File: config.mk
export PLATFORM = sky130hd
export DESIGN_NAME = ecc_top
export DESIGN_NICKNAME = d
export VERILOG_FILES = /design/src/logic/ecc_pkg.sv /design/src/logic/ecc_top.sv /design/src/logic/field_alu_core.sv /design/src/logic/mod_addsub_unit.sv /design/src/logic/mod_mul_unit.sv /design/src/logic/pin_delay.sv /design/src/logic/ram_arbiter.sv /design/src/logic/sipo_shift.sv
export SDC_FILE = /design/constraint.sdc
export NUM_CORES = 1
export LEC_CHECK = 0
export CAP_MARGIN = 20
export CORE_ASPECT_RATIO = 2
export CORE_MARGIN = 10
export CORE_UTILIZATION = 55
export DETAILED_ROUTE_END_ITERATION = 6
export DONT_BUFFER_PORTS = 1
export GPL_ROUTABILITY_DRIVEN = 0
export GPL_TIMING_DRIVEN = 0
export PLACE_DENSITY = 0.7
export SLEW_MARGIN = 40
export SYNTH_ARGS = -nofsm -noshare
export SYNTH_HDL_FRONTEND = slang
export SYNTH_SLANG_ARGS = --single-unit
File: constraint.sdc
create_clock -name clk -period 10 [get_ports clk]
set_clock_uncertainty 0.05 [all_clocks]
set_input_delay 2 -clock clk [delete_from_list [all_inputs] [get_ports clk]]
set_output_delay 2 -clock clk [all_outputs]
set_load 0.05 [all_outputs]
File: src/logic/ecc_pkg.sv
`default_nettype none

package ecc_pkg;

    ////////////////////
    // Operation select
    // Bit 2 asks for a curve operation, not supported here
    // Bits 1:0 are add, sub, mul, square
    typedef logic [2:0] mode_t;

    ////////////////////
    // Status seen on the pins
    typedef logic [1:0] status_t;

    localparam status_t STATUS_IDLE = 2'd0;
    localparam status_t STATUS_BUSY = 2'd1;
    localparam status_t STATUS_DONE = 2'd2;
    localparam status_t STATUS_ERR  = 2'd3;

    // Operand RAM words, result goes last
    typedef enum logic [1:0] {
        P_SLOT = 2'd0,
        A_SLOT = 2'd1,
        B_SLOT = 2'd2,
        R_SLOT = 2'd3
    } slot_e;

    // Sequencer states
    typedef enum logic [2:0] {IDLE, LOAD, RUN, FETCH, SHIFT, ERROR} core_state_e;

    // Requesters on the RAM, core first
    localparam int NUM_PORTS = 3;

endpackage

`default_nettype wire

File: src/logic/ecc_top.sv
`timescale 1ns/1ps
`default_nettype none

module ecc_top #(
    parameter int WIDTH = 16,
    parameter int ADDR  = 5
) (
    input  logic             clk,
    input  logic             rst,
    input  logic             din,
    input  ecc_pkg::mode_t   mode,
    input  logic             start,
    output logic             dout,
    output ecc_pkg::status_t status
);

    logic               din_d;
    ecc_pkg::mode_t     mode_d;
    logic               start_d;
    logic [3*WIDTH-1:0] frame;
    logic               core_dout;
    ecc_pkg::status_t   core_status;

    ////////////////////
    // Input pin flops
    pin_delay #(.STAGES(3), .W(1)) u_din_dly (
        .clk (clk), .rst (rst), .d (din), .q (din_d)
    );

    pin_delay #(.STAGES(3), .W(3)) u_mode_dly (
        .clk (clk), .rst (rst), .d (mode), .q (mode_d)
    );

    // Same depth as din so start lines up with the frame
    pin_delay #(.STAGES(3), .W(1)) u_start_dly (
        .clk (clk), .rst (rst), .d (start), .q (start_d)
    );

    // p on top, a in the middle, b at the bottom
    sipo_shift #(.LEN(3*WIDTH)) u_sipo_shift (
        .clk   (clk),
        .rst   (rst),
        .sdata (din_d),
        .pdata (frame)
    );

    field_alu_core #(.WIDTH(WIDTH), .ADDR(ADDR)) u_field_alu_core (
        .clk    (clk),
        .rst    (rst),
        .frame  (frame),
        .mode   (mode_d),
        .start  (start_d),
        .dout   (core_dout),
        .status (core_status)
    );

    ////////////////////
    // Output pin flops
    pin_delay #(.STAGES(3), .W(1)) u_dout_dly (
        .clk (clk), .rst (rst), .d (core_dout), .q (dout)
    );

    pin_delay #(.STAGES(3), .W(2)) u_status_dly (
        .clk (clk), .rst (rst), .d (core_status), .q (status)
    );

endmodule

`default_nettype wire

File: src/logic/field_alu_core.sv
`timescale 1ns/1ps
`default_nettype none

module field_alu_core #(
    parameter int WIDTH = 16,
    parameter int ADDR  = 5
) (
    input  logic                   clk,
    input  logic                   rst,
    input  logic [3*WIDTH-1:0]     frame,
    input  ecc_pkg::mode_t         mode,
    input  logic                   start,
    output logic                   dout,
    output ecc_pkg::status_t       status
);

    ecc_pkg::core_state_e state;
    ecc_pkg::mode_t       mode_q;
    logic [3*WIDTH-1:0]   frame_q;
    // Slot being loaded
    logic [1:0]           cnt;
    logic                 pend;
    logic                 go;
    logic                 accept;
    logic [WIDTH-1:0]     sreg;

    // Arbiter side
    logic [ecc_pkg::NUM_PORTS-1:0]            arb_req;
    logic [ecc_pkg::NUM_PORTS-1:0]            arb_we;
    logic [ecc_pkg::NUM_PORTS-1:0][ADDR-1:0]  arb_addr;
    logic [ecc_pkg::NUM_PORTS-1:0][WIDTH-1:0] arb_wdata;
    logic [ecc_pkg::NUM_PORTS-1:0]            arb_gnt;
    logic [WIDTH-1:0]                         arb_rdata;

    logic             core_req;
    logic [WIDTH-1:0] core_wdata;
    logic             as_done;
    logic             as_req;
    logic             as_we;
    logic [ADDR-1:0]  as_addr;
    logic [WIDTH-1:0] as_wdata;
    logic             mul_done;
    logic             mul_req;
    logic             mul_we;
    logic [ADDR-1:0]  mul_addr;
    logic [WIDTH-1:0] mul_wdata;

    ////////////////////
    // Port 0, the sequencer
    assign core_req = (state == ecc_pkg::LOAD) || ((state == ecc_pkg::FETCH) && !pend);

    always_comb begin
        case (cnt)
            ecc_pkg::P_SLOT: core_wdata = frame_q[3*WIDTH-1 -: WIDTH];
            ecc_pkg::A_SLOT: core_wdata = frame_q[2*WIDTH-1 -: WIDTH];
            default:         core_wdata = frame_q[WIDTH-1:0];
        endcase
    end

    assign arb_req      = {mul_req, as_req, core_req};
    assign arb_we       = {mul_we, as_we, (state == ecc_pkg::LOAD)};
    assign arb_addr[0]  = (state == ecc_pkg::FETCH) ? ADDR'(ecc_pkg::R_SLOT) : ADDR'(cnt);
    assign arb_addr[1]  = as_addr;
    assign arb_addr[2]  = mul_addr;
    assign arb_wdata[0] = core_wdata;
    assign arb_wdata[1] = as_wdata;
    assign arb_wdata[2] = mul_wdata;

    ram_arbiter #(.WIDTH(WIDTH), .ADDR(ADDR)) u_ram_arbiter (
        .clk   (clk),
        .rst   (rst),
        .req   (arb_req),
        .we    (arb_we),
        .addr  (arb_addr),
        .wdata (arb_wdata),
        .gnt   (arb_gnt),
        .rdata (arb_rdata)
    );

    // Mode bit 0 picks sub over add, square over mul
    mod_addsub_unit #(.WIDTH(WIDTH), .ADDR(ADDR)) u_mod_addsub_unit (
        .clk   (clk),
        .rst   (rst),
        .go    (go && !mode_q[1]),
        .sub   (mode_q[0]),
        .done  (as_done),
        .req   (as_req),
        .we    (as_we),
        .addr  (as_addr),
        .wdata (as_wdata),
        .gnt   (arb_gnt[1]),
        .rdata (arb_rdata)
    );

    mod_mul_unit #(.WIDTH(WIDTH), .ADDR(ADDR)) u_mod_mul_unit (
        .clk    (clk),
        .rst    (rst),
        .go     (go && mode_q[1]),
        .square (mode_q[0]),
        .done   (mul_done),
        .req    (mul_req),
        .we     (mul_we),
        .addr   (mul_addr),
        .wdata  (mul_wdata),
        .gnt    (arb_gnt[2]),
        .rdata  (arb_rdata)
    );

    ////////////////////
    // Sequencer
    // Start only taken when no operation is in flight
    assign accept = start && ((state == ecc_pkg::IDLE) || (state == ecc_pkg::SHIFT) ||
                              (state == ecc_pkg::ERROR));

    always_ff @(posedge clk) begin
        if (accept) begin
            frame_q <= frame;
        end
    end

    always_ff @(posedge clk) begin
        if (rst) begin
            state  <= ecc_pkg::IDLE;
            mode_q <= '0;
            cnt    <= '0;
            pend   <= 1'b0;
            go     <= 1'b0;
            sreg   <= '0;
        end else begin
            go <= 1'b0;
            if (accept) begin
                mode_q <= mode;
                cnt    <= '0;
                // Error leaves dout low
                sreg   <= '0;
                state  <= mode[2] ? ecc_pkg::ERROR : ecc_pkg::LOAD;
            end else begin
                case (state)
                    ecc_pkg::LOAD: begin
                        if (arb_gnt[0]) begin
                            if (cnt == 2'd2) begin
                                go    <= 1'b1;
                                state <= ecc_pkg::RUN;
                            end else begin
                                cnt <= cnt + 2'd1;
                            end
                        end
                    end
                    ecc_pkg::RUN: begin
                        if (as_done || mul_done) begin
                            state <= ecc_pkg::FETCH;
                        end
                    end
                    ecc_pkg::FETCH: begin
                        // Result read back, bit 0 out with done
                        if (pend) begin
                            pend  <= 1'b0;
                            sreg  <= arb_rdata;
                            state <= ecc_pkg::SHIFT;
                        end else if (arb_gnt[0]) begin
                            pend <= 1'b1;
                        end
                    end
                    ecc_pkg::SHIFT: sreg <= {1'b0, sreg[WIDTH-1:1]};
                    default: ;
                endcase
            end
        end
    end

    assign dout = sreg[0];

    // Status follows the state
    always_comb begin
        case (state)
            ecc_pkg::IDLE:  status = ecc_pkg::STATUS_IDLE;
            ecc_pkg::SHIFT: status = ecc_pkg::STATUS_DONE;
            ecc_pkg::ERROR: status = ecc_pkg::STATUS_ERR;
            default:        status = ecc_pkg::STATUS_BUSY;
        endcase
    end

endmodule

`default_nettype wire

File: src/logic/mod_addsub_unit.sv
`timescale 1ns/1ps
`default_nettype none

module mod_addsub_unit #(
    parameter int WIDTH = 16,
    parameter int ADDR  = 5
) (
    input  logic             clk,
    input  logic             rst,
    input  logic             go,
    input  logic             sub,
    output logic             done,
    output logic             req,
    output logic             we,
    output logic [ADDR-1:0]  addr,
    output logic [WIDTH-1:0] wdata,
    input  logic             gnt,
    input  logic [WIDTH-1:0] rdata
);

    typedef enum logic [1:0] {AS_IDLE, AS_READ, AS_WRITE} as_state_e;

    as_state_e        state;
    // Slot being read, p then a then b
    logic [1:0]       idx;
    // Read granted, data due this cycle
    logic             pend;
    logic [WIDTH-1:0] p_q;
    logic [WIDTH-1:0] a_q;
    logic [WIDTH-1:0] b_q;
    logic [WIDTH:0]   sum;
    logic [WIDTH:0]   fix;

    ////////////////////
    // Datapath
    // Top bit of sum holds the carry or the borrow
    always_comb begin
        if (sub) begin
            sum   = {1'b0, a_q} - {1'b0, b_q};
            fix   = sum + {1'b0, p_q};
            wdata = sum[WIDTH] ? fix[WIDTH-1:0] : sum[WIDTH-1:0];
        end else begin
            sum   = {1'b0, a_q} + {1'b0, b_q};
            fix   = sum - {1'b0, p_q};
            // Borrow on fix means sum was already below p
            wdata = fix[WIDTH] ? sum[WIDTH-1:0] : fix[WIDTH-1:0];
        end
    end

    // RAM side
    assign req  = ((state == AS_READ) && !pend) || (state == AS_WRITE);
    assign we   = (state == AS_WRITE);
    assign addr = (state == AS_WRITE) ? ADDR'(ecc_pkg::R_SLOT) : ADDR'(idx);

    // Operand capture
    always_ff @(posedge clk) begin
        if (pend) begin
            case (idx)
                2'd0:    p_q <= rdata;
                2'd1:    a_q <= rdata;
                default: b_q <= rdata;
            endcase
        end
    end

    ////////////////////
    // Control
    always_ff @(posedge clk) begin
        if (rst) begin
            state <= AS_IDLE;
            idx   <= '0;
            pend  <= 1'b0;
            done  <= 1'b0;
        end else begin
            done <= 1'b0;
            case (state)
                AS_IDLE: begin
                    if (go) begin
                        state <= AS_READ;
                        idx   <= '0;
                    end
                end
                AS_READ: begin
                    if (pend) begin
                        pend <= 1'b0;
                        if (idx == 2'd2) begin
                            state <= AS_WRITE;
                        end else begin
                            idx <= idx + 2'd1;
                        end
                    end else if (gnt) begin
                        pend <= 1'b1;
                    end
                end
                default: begin
                    // Result written at this edge
                    if (gnt) begin
                        done  <= 1'b1;
                        state <= AS_IDLE;
                    end
                end
            endcase
        end
    end

endmodule

`default_nettype wire

File: src/logic/mod_mul_unit.sv
`timescale 1ns/1ps
`default_nettype none

module mod_mul_unit #(
    parameter int WIDTH = 16,
    parameter int ADDR  = 5
) (
    input  logic             clk,
    input  logic             rst,
    input  logic             go,
    input  logic             square,
    output logic             done,
    output logic             req,
    output logic             we,
    output logic [ADDR-1:0]  addr,
    output logic [WIDTH-1:0] wdata,
    input  logic             gnt,
    input  logic [WIDTH-1:0] rdata
);

    localparam int CW = $clog2(WIDTH + 1);

    typedef enum logic [1:0] {MU_IDLE, MU_READ, MU_LOOP, MU_WRITE} mu_state_e;

    mu_state_e        state;
    logic [1:0]       idx;
    logic             pend;
    logic             last_rd;
    logic [CW-1:0]    cnt;
    logic [WIDTH-1:0] p_q;
    // Multiplicand
    logic [WIDTH-1:0] a_q;
    // Multiplier, scanned from the top
    logic [WIDTH-1:0] m_q;
    logic [WIDTH-1:0] acc_q;
    logic [WIDTH:0]   dbl;
    logic [WIDTH:0]   dbl_r;
    logic [WIDTH:0]   add;
    logic [WIDTH:0]   add_r;

    ////////////////////
    // One interleaved step
    // Both partial values stay below 2p
    always_comb begin
        dbl   = {acc_q, 1'b0};
        dbl_r = (dbl >= {1'b0, p_q}) ? dbl - {1'b0, p_q} : dbl;
        add   = m_q[WIDTH-1] ? dbl_r + {1'b0, a_q} : dbl_r;
        add_r = (add >= {1'b0, p_q}) ? add - {1'b0, p_q} : add;
    end

    // Square stops after a
    assign last_rd = (idx == (square ? 2'd1 : 2'd2));

    assign req   = ((state == MU_READ) && !pend) || (state == MU_WRITE);
    assign we    = (state == MU_WRITE);
    assign addr  = (state == MU_WRITE) ? ADDR'(ecc_pkg::R_SLOT) : ADDR'(idx);
    assign wdata = acc_q;

    // Operands and accumulator
    always_ff @(posedge clk) begin
        if (pend) begin
            case (idx)
                2'd0: p_q <= rdata;
                2'd1: begin
                    a_q <= rdata;
                    if (square) begin
                        m_q <= rdata;
                    end
                end
                default: m_q <= rdata;
            endcase
            if (last_rd) begin
                acc_q <= '0;
            end
        end else if (state == MU_LOOP) begin
            acc_q <= add_r[WIDTH-1:0];
            m_q   <= {m_q[WIDTH-2:0], 1'b0};
        end
    end

    ////////////////////
    // Control
    always_ff @(posedge clk) begin
        if (rst) begin
            state <= MU_IDLE;
            idx   <= '0;
            pend  <= 1'b0;
            cnt   <= '0;
            done  <= 1'b0;
        end else begin
            done <= 1'b0;
            case (state)
                MU_IDLE: begin
                    if (go) begin
                        state <= MU_READ;
                        idx   <= '0;
                    end
                end
                MU_READ: begin
                    if (pend) begin
                        pend <= 1'b0;
                        idx  <= idx + 2'd1;
                        if (last_rd) begin
                            state <= MU_LOOP;
                            cnt   <= CW'(WIDTH);
                        end
                    end else if (gnt) begin
                        pend <= 1'b1;
                    end
                end
                MU_LOOP: begin
                    cnt <= cnt - 1'b1;
                    if (cnt == CW'(1)) begin
                        state <= MU_WRITE;
                    end
                end
                default: begin
                    if (gnt) begin
                        done  <= 1'b1;
                        state <= MU_IDLE;
                    end
                end
            endcase
        end
    end

endmodule

`default_nettype wire

File: src/logic/pin_delay.sv
`timescale 1ns/1ps
`default_nettype none

module pin_delay #(
    parameter int STAGES = 3,
    parameter int W      = 1
) (
    input  logic         clk,
    input  logic         rst,
    input  logic [W-1:0] d,
    output logic [W-1:0] q
);

    // Stage 0 sits next to the pin
    logic [W-1:0] pipe [STAGES];

    always_ff @(posedge clk) begin
        if (rst) begin
            for (int i = 0; i < STAGES; i++) begin
                pipe[i] <= '0;
            end
        end else begin
            pipe[0] <= d;
            for (int i = 1; i < STAGES; i++) begin
                pipe[i] <= pipe[i-1];
            end
        end
    end

    assign q = pipe[STAGES-1];

endmodule

`default_nettype wire

File: src/logic/ram_arbiter.sv
`timescale 1ns/1ps
`default_nettype none

module ram_arbiter #(
    parameter int WIDTH = 16,
    parameter int ADDR  = 5
) (
    input  logic                                        clk,
    input  logic                                        rst,
    input  logic [ecc_pkg::NUM_PORTS-1:0]               req,
    input  logic [ecc_pkg::NUM_PORTS-1:0]               we,
    input  logic [ecc_pkg::NUM_PORTS-1:0][ADDR-1:0]     addr,
    input  logic [ecc_pkg::NUM_PORTS-1:0][WIDTH-1:0]    wdata,
    output logic [ecc_pkg::NUM_PORTS-1:0]               gnt,
    output logic [WIDTH-1:0]                            rdata
);

    // Single port operand store
    logic [WIDTH-1:0] mem [1<<ADDR];

    logic             hit;
    logic             sel_we;
    logic [ADDR-1:0]  sel_addr;
    logic [WIDTH-1:0] sel_wdata;

    ////////////////////
    // Fixed priority pick
    // Scan from the top so the lowest index wins
    always_comb begin
        gnt       = '0;
        hit       = 1'b0;
        sel_we    = 1'b0;
        sel_addr  = '0;
        sel_wdata = '0;
        for (int i = ecc_pkg::NUM_PORTS - 1; i >= 0; i--) begin
            if (req[i]) begin
                gnt       = '0;
                gnt[i]    = 1'b1;
                hit       = 1'b1;
                sel_we    = we[i];
                sel_addr  = addr[i];
                sel_wdata = wdata[i];
            end
        end
    end

    ////////////////////
    // Access at the grant edge
    always_ff @(posedge clk) begin
        if (hit && sel_we) begin
            mem[sel_addr] <= sel_wdata;
        end
    end

    // Read data lands one cycle after the grant
    always_ff @(posedge clk) begin
        if (rst) begin
            rdata <= '0;
        end else if (hit && !sel_we) begin
            rdata <= mem[sel_addr];
        end
    end

endmodule

`default_nettype wire

File: src/logic/sipo_shift.sv
`timescale 1ns/1ps
`default_nettype none

module sipo_shift #(
    parameter int LEN = 48
) (
    input  logic           clk,
    input  logic           rst,
    input  logic           sdata,
    output logic [LEN-1:0] pdata
);

    // Free running, new bit enters at the bottom
    // First bit of a frame ends up on top
    always_ff @(posedge clk) begin
        if (rst) begin
            pdata <= '0;
        end else begin
            pdata <= {pdata[LEN-2:0], sdata};
        end
    end

endmodule

`default_nettype wire

==> metrics <==
cts repair resizes=0; most common cell in the netlist=edfxtp_1; FMAX=between 0.1 and 0.15 GHz; Avg Cell Area, Syn=10.3 um2; CP endpoint kind=flip-flop; max_slew headroom=0.386; Reg-to-Reg End=u_field_alu_core.u_mod_mul_unit.wdata[14]$_SDFFCE_PP0P_; clock tree buffer depth=3; routed wire length=53200 um; vias per cell=6.09; vias in the first global route=between 10000 and 15000; WL/cell=about 22 um; Hold EP=u_field_alu_core.frame_q[47]$_DFFE_PP_; die width=roughly 150 um; register area share after synthesis=0.486; clock latency on the worst-skew pair=roughly 0.58 ns; Worst-Margin Slew=approximately 0.9 ns; R2R depth=26; DRT iter0 DRCs=about 760; H-tree depth=1; CTS tree=built; Pre-Repair DR Iteration Count=7; largest net degree at the start of global routing=20; Final Cycle Share=0.760; r2r startpoint=u_field_alu_core.u_mod_mul_unit.wdata[11]$_SDFFCE_PP0P_; hold path cells=0; Most used DFF post-synth=edfxtp_1; Pint=around 2.9 mW; Worst Hold Class=reg -> reg; layout overhead on the synthesized area=9.05%; Clock Sinks=between 300 and 400; TNS Setup=0 ns; Reg power frac=0.399; Placed Cells=about 2300; Cell Area, Synth=19200 um2; setup repair after global routing missed its margin=false; DP HPWL=around 42000 um; status=complete, no violations; Die Area=approximately 43000 um2; post-layout min period=approximately 7.6 ns; grt ovf=0; # IOs=10; first-pass GRT wire length=around 80000 um; switching power=1.58 mW; Core Footprint=~34000 um2; antenna-violating nets left=0; CTS Buf Count=30; Post-synth EDFFs=between 200 and 250; Remaining DRCs=0; clock network power share=0.271; Distinct cells, synth=82; top cell type by total area after synthesis=edfxtp_1; asr flop ratio synth=0; final net count=roughly 2100; initial core utilization=0.558; Net Sw Frac=0.351; n_diodes=0; Synth Net Count=2010; Seq cells post-synth=~350; cells after synthesis=around 1900; Setup CP Type=reg -> reg; final hold violation count=0; CP max FO=10; dpl ws=between 2 and 3 ns; leakage power=just under 8 nW; placed cell areas=19900 um2; # rows=96; fin cells=2377; most frequent cells after synthesis=edfxtp_1 (224), nand2_1 (151), a21oi_1 (150); Worst path slowest cell=nor3_2; initial antenna violation count=0; CTS root buf=clkbuf_16; logic gate share of total power=0.330; Pwr per Cell Area=about 210 nW/um2; VDD IR max=between 0.0002 and 0.00025 V; Worst Hold Launch=u_sipo_shift.pdata[47]$_SDFF_PP0_; CP Launch Type=flip-flop; layout cells sized above 1=0.0692; Syn. warnings=0; worst reg2reg setup slack=roughly 2.4 ns; delay of the slowest cell on the worst path=0.59 ns; Fillers=between 2000 and 3000; max-cap check violation count=0; final instance area=20900 um2; Port Buffers=0; Final Power=approximately 4.5 mW; fin worst setup slack=~2.4 ns; clock-pin slew on the worst setup and hold paths=around 0.070 ns; via count=between 10000 and 15000; top-area cell type share of the netlist area=0.351; Final setup viols=0; Total GRT Usage=0.240; Setup Fix Bufs, Post-CTS=0; Critical Path RT=~10 ns; Max Slew Vio Count=0; Die Y=between 200 and 300 um; dominant cells by area after synthesis=edfxtp_1 (35%), dfxtp_1 (14%), ha_1 (8.3%), a21oi_1 (3.9%), nand2_1 (3.0%); CTS Hold Bufs=0; CP arrival=~8 ns
## state kept, by name (all words and copies together) (netlist names), 3 cells and up
name	count
u_status_dly.pipe	6
u_sipo_shift.pdata	48
u_field_alu_core.u_mod_addsub_unit.p_q	16
u_field_alu_core.frame_q	48
u_field_alu_core.u_mod_addsub_unit.a_q	16
u_field_alu_core.state	3
u_mode_dly.pipe	9
u_field_alu_core.u_ram_arbiter.rdata	16
u_start_dly.pipe	3
u_field_alu_core.u_ram_arbiter.mem	64
u_field_alu_core.u_mod_mul_unit.wdata	16
u_din_dly.pipe	3
u_field_alu_core.u_mod_mul_unit.m_q	16
u_field_alu_core.u_mod_addsub_unit.b_q	16
u_field_alu_core.sreg	16
u_dout_dly.pipe	3
u_field_alu_core.u_mod_mul_unit.p_q	16
u_field_alu_core.u_mod_mul_unit.a_q	16
u_field_alu_core.u_mod_mul_unit.cnt	5
## worst max-delay path by stage
stage                                                                          to                                                     from
after floorplan           u_field_alu_core.u_mod_mul_unit.wdata[13]$_SDFFCE_PP0P_   u_field_alu_core.u_mod_mul_unit.wdata[1]$_SDFFCE_PP0P_
after global placement                      u_field_alu_core.sreg[8]$_SDFFE_PP0P_                   u_field_alu_core.state[0]$_SDFFE_PP0P_
after detailed placement  u_field_alu_core.u_mod_mul_unit.wdata[14]$_SDFFCE_PP0P_   u_field_alu_core.u_mod_mul_unit.wdata[9]$_SDFFCE_PP0P_
after CTS                 u_field_alu_core.u_mod_mul_unit.wdata[14]$_SDFFCE_PP0P_   u_field_alu_core.u_mod_mul_unit.wdata[9]$_SDFFCE_PP0P_
after global routing      u_field_alu_core.u_mod_mul_unit.wdata[14]$_SDFFCE_PP0P_   u_field_alu_core.u_mod_mul_unit.wdata[9]$_SDFFCE_PP0P_
final                     u_field_alu_core.u_mod_mul_unit.wdata[14]$_SDFFCE_PP0P_  u_field_alu_core.u_mod_mul_unit.wdata[11]$_SDFFCE_PP0P_
## final cells by class
class                           count  area, um2  share of cell area
Multi-Input combinational cell   1331       9210               0.440
Clock buffer                       33        805              0.0385
Inverter                           99        372              0.0178
Clock inverter                     23        223              0.0106
Sequential cell                   354       9330               0.446
Tap cell                          441        552              0.0264
Buffer                             85        349              0.0167
Timing Repair Buffer               11       83.8             0.00401
## layer usage
layer,GRT usage,share of wire
met4,0.214,0.099
met3,0.0293,0.041
met2,0.450,0.54
met5,0,0
met1,0.218,0.32
## critical path, delay by kind of cell (launching register included)
family	cells	cell delay, ns
xor+xnor	1	0.17
simple gates	7	1.67
buf+inv	2	0.87
compound gates	13	2.99
flops	1	0.58
fa+ha+maj	3	1.11
## placed cells by master, fill, tap and decap left out, types with 21 or more instances in the layout
cell	instances
edfxtp_1	224
nand2_1	151
a21oi_1	150
nor2_1	140
dfxtp_1	130
ha_1	127
inv_1	97
nor2b_1	78
clkbuf_1	72
xnor2_1	59
o21ai_0	56
nand3_1	42
a211oi_1	40
mux2i_1	35
nor3_1	32
clkbuf_16	32
a21o_1	31
and2_1	30
xor2_1	26
a22oi_1	25
a31oi_1	24
o21ai_1	21
## stage by stage
stage,util,hold WS [ns]
after global placement,0.575,0.339
after CTS,0.609,0.365
after detailed placement,0.579,0.347
after floorplan,-,0.336
final,0.609,0.366
after global routing,0.609,0.373
## power groups by stage
| stage | combinational [mW] | clock, mW | sequential, mW |
|---|---|---|---|
| 3_5_place_dp | 1.44 | 0 | 1.82 |
| 4_1_cts | 1.45 | 1.22 | 1.78 |
| 6_report | 1.48 | 1.21 | 1.79 |
| 3_3_place_gp | 1.41 | 0 | 1.82 |
| 5_1_grt | 1.63 | 1.29 | 1.79 |
| 2_1_floorplan | 1.09 | 0 | 1.76 |
## cells by family (layout without fill, tap and decap cells)
family	Yosys count	in the layout	share of synthesized area
AO/OA/AOI/OAI	488	488	0.171
AND/OR/NAND/NOR	570	570	0.145
multiplexers	51	51	0.0277
adder cells (fa/ha/maj)	134	134	0.0901
XOR/XNOR	88	88	0.0415
flip-flops	354	354	0.486
buffers and inverters	184	251	0.0376
No activity file was read; power rests on OpenSTA's default activity.
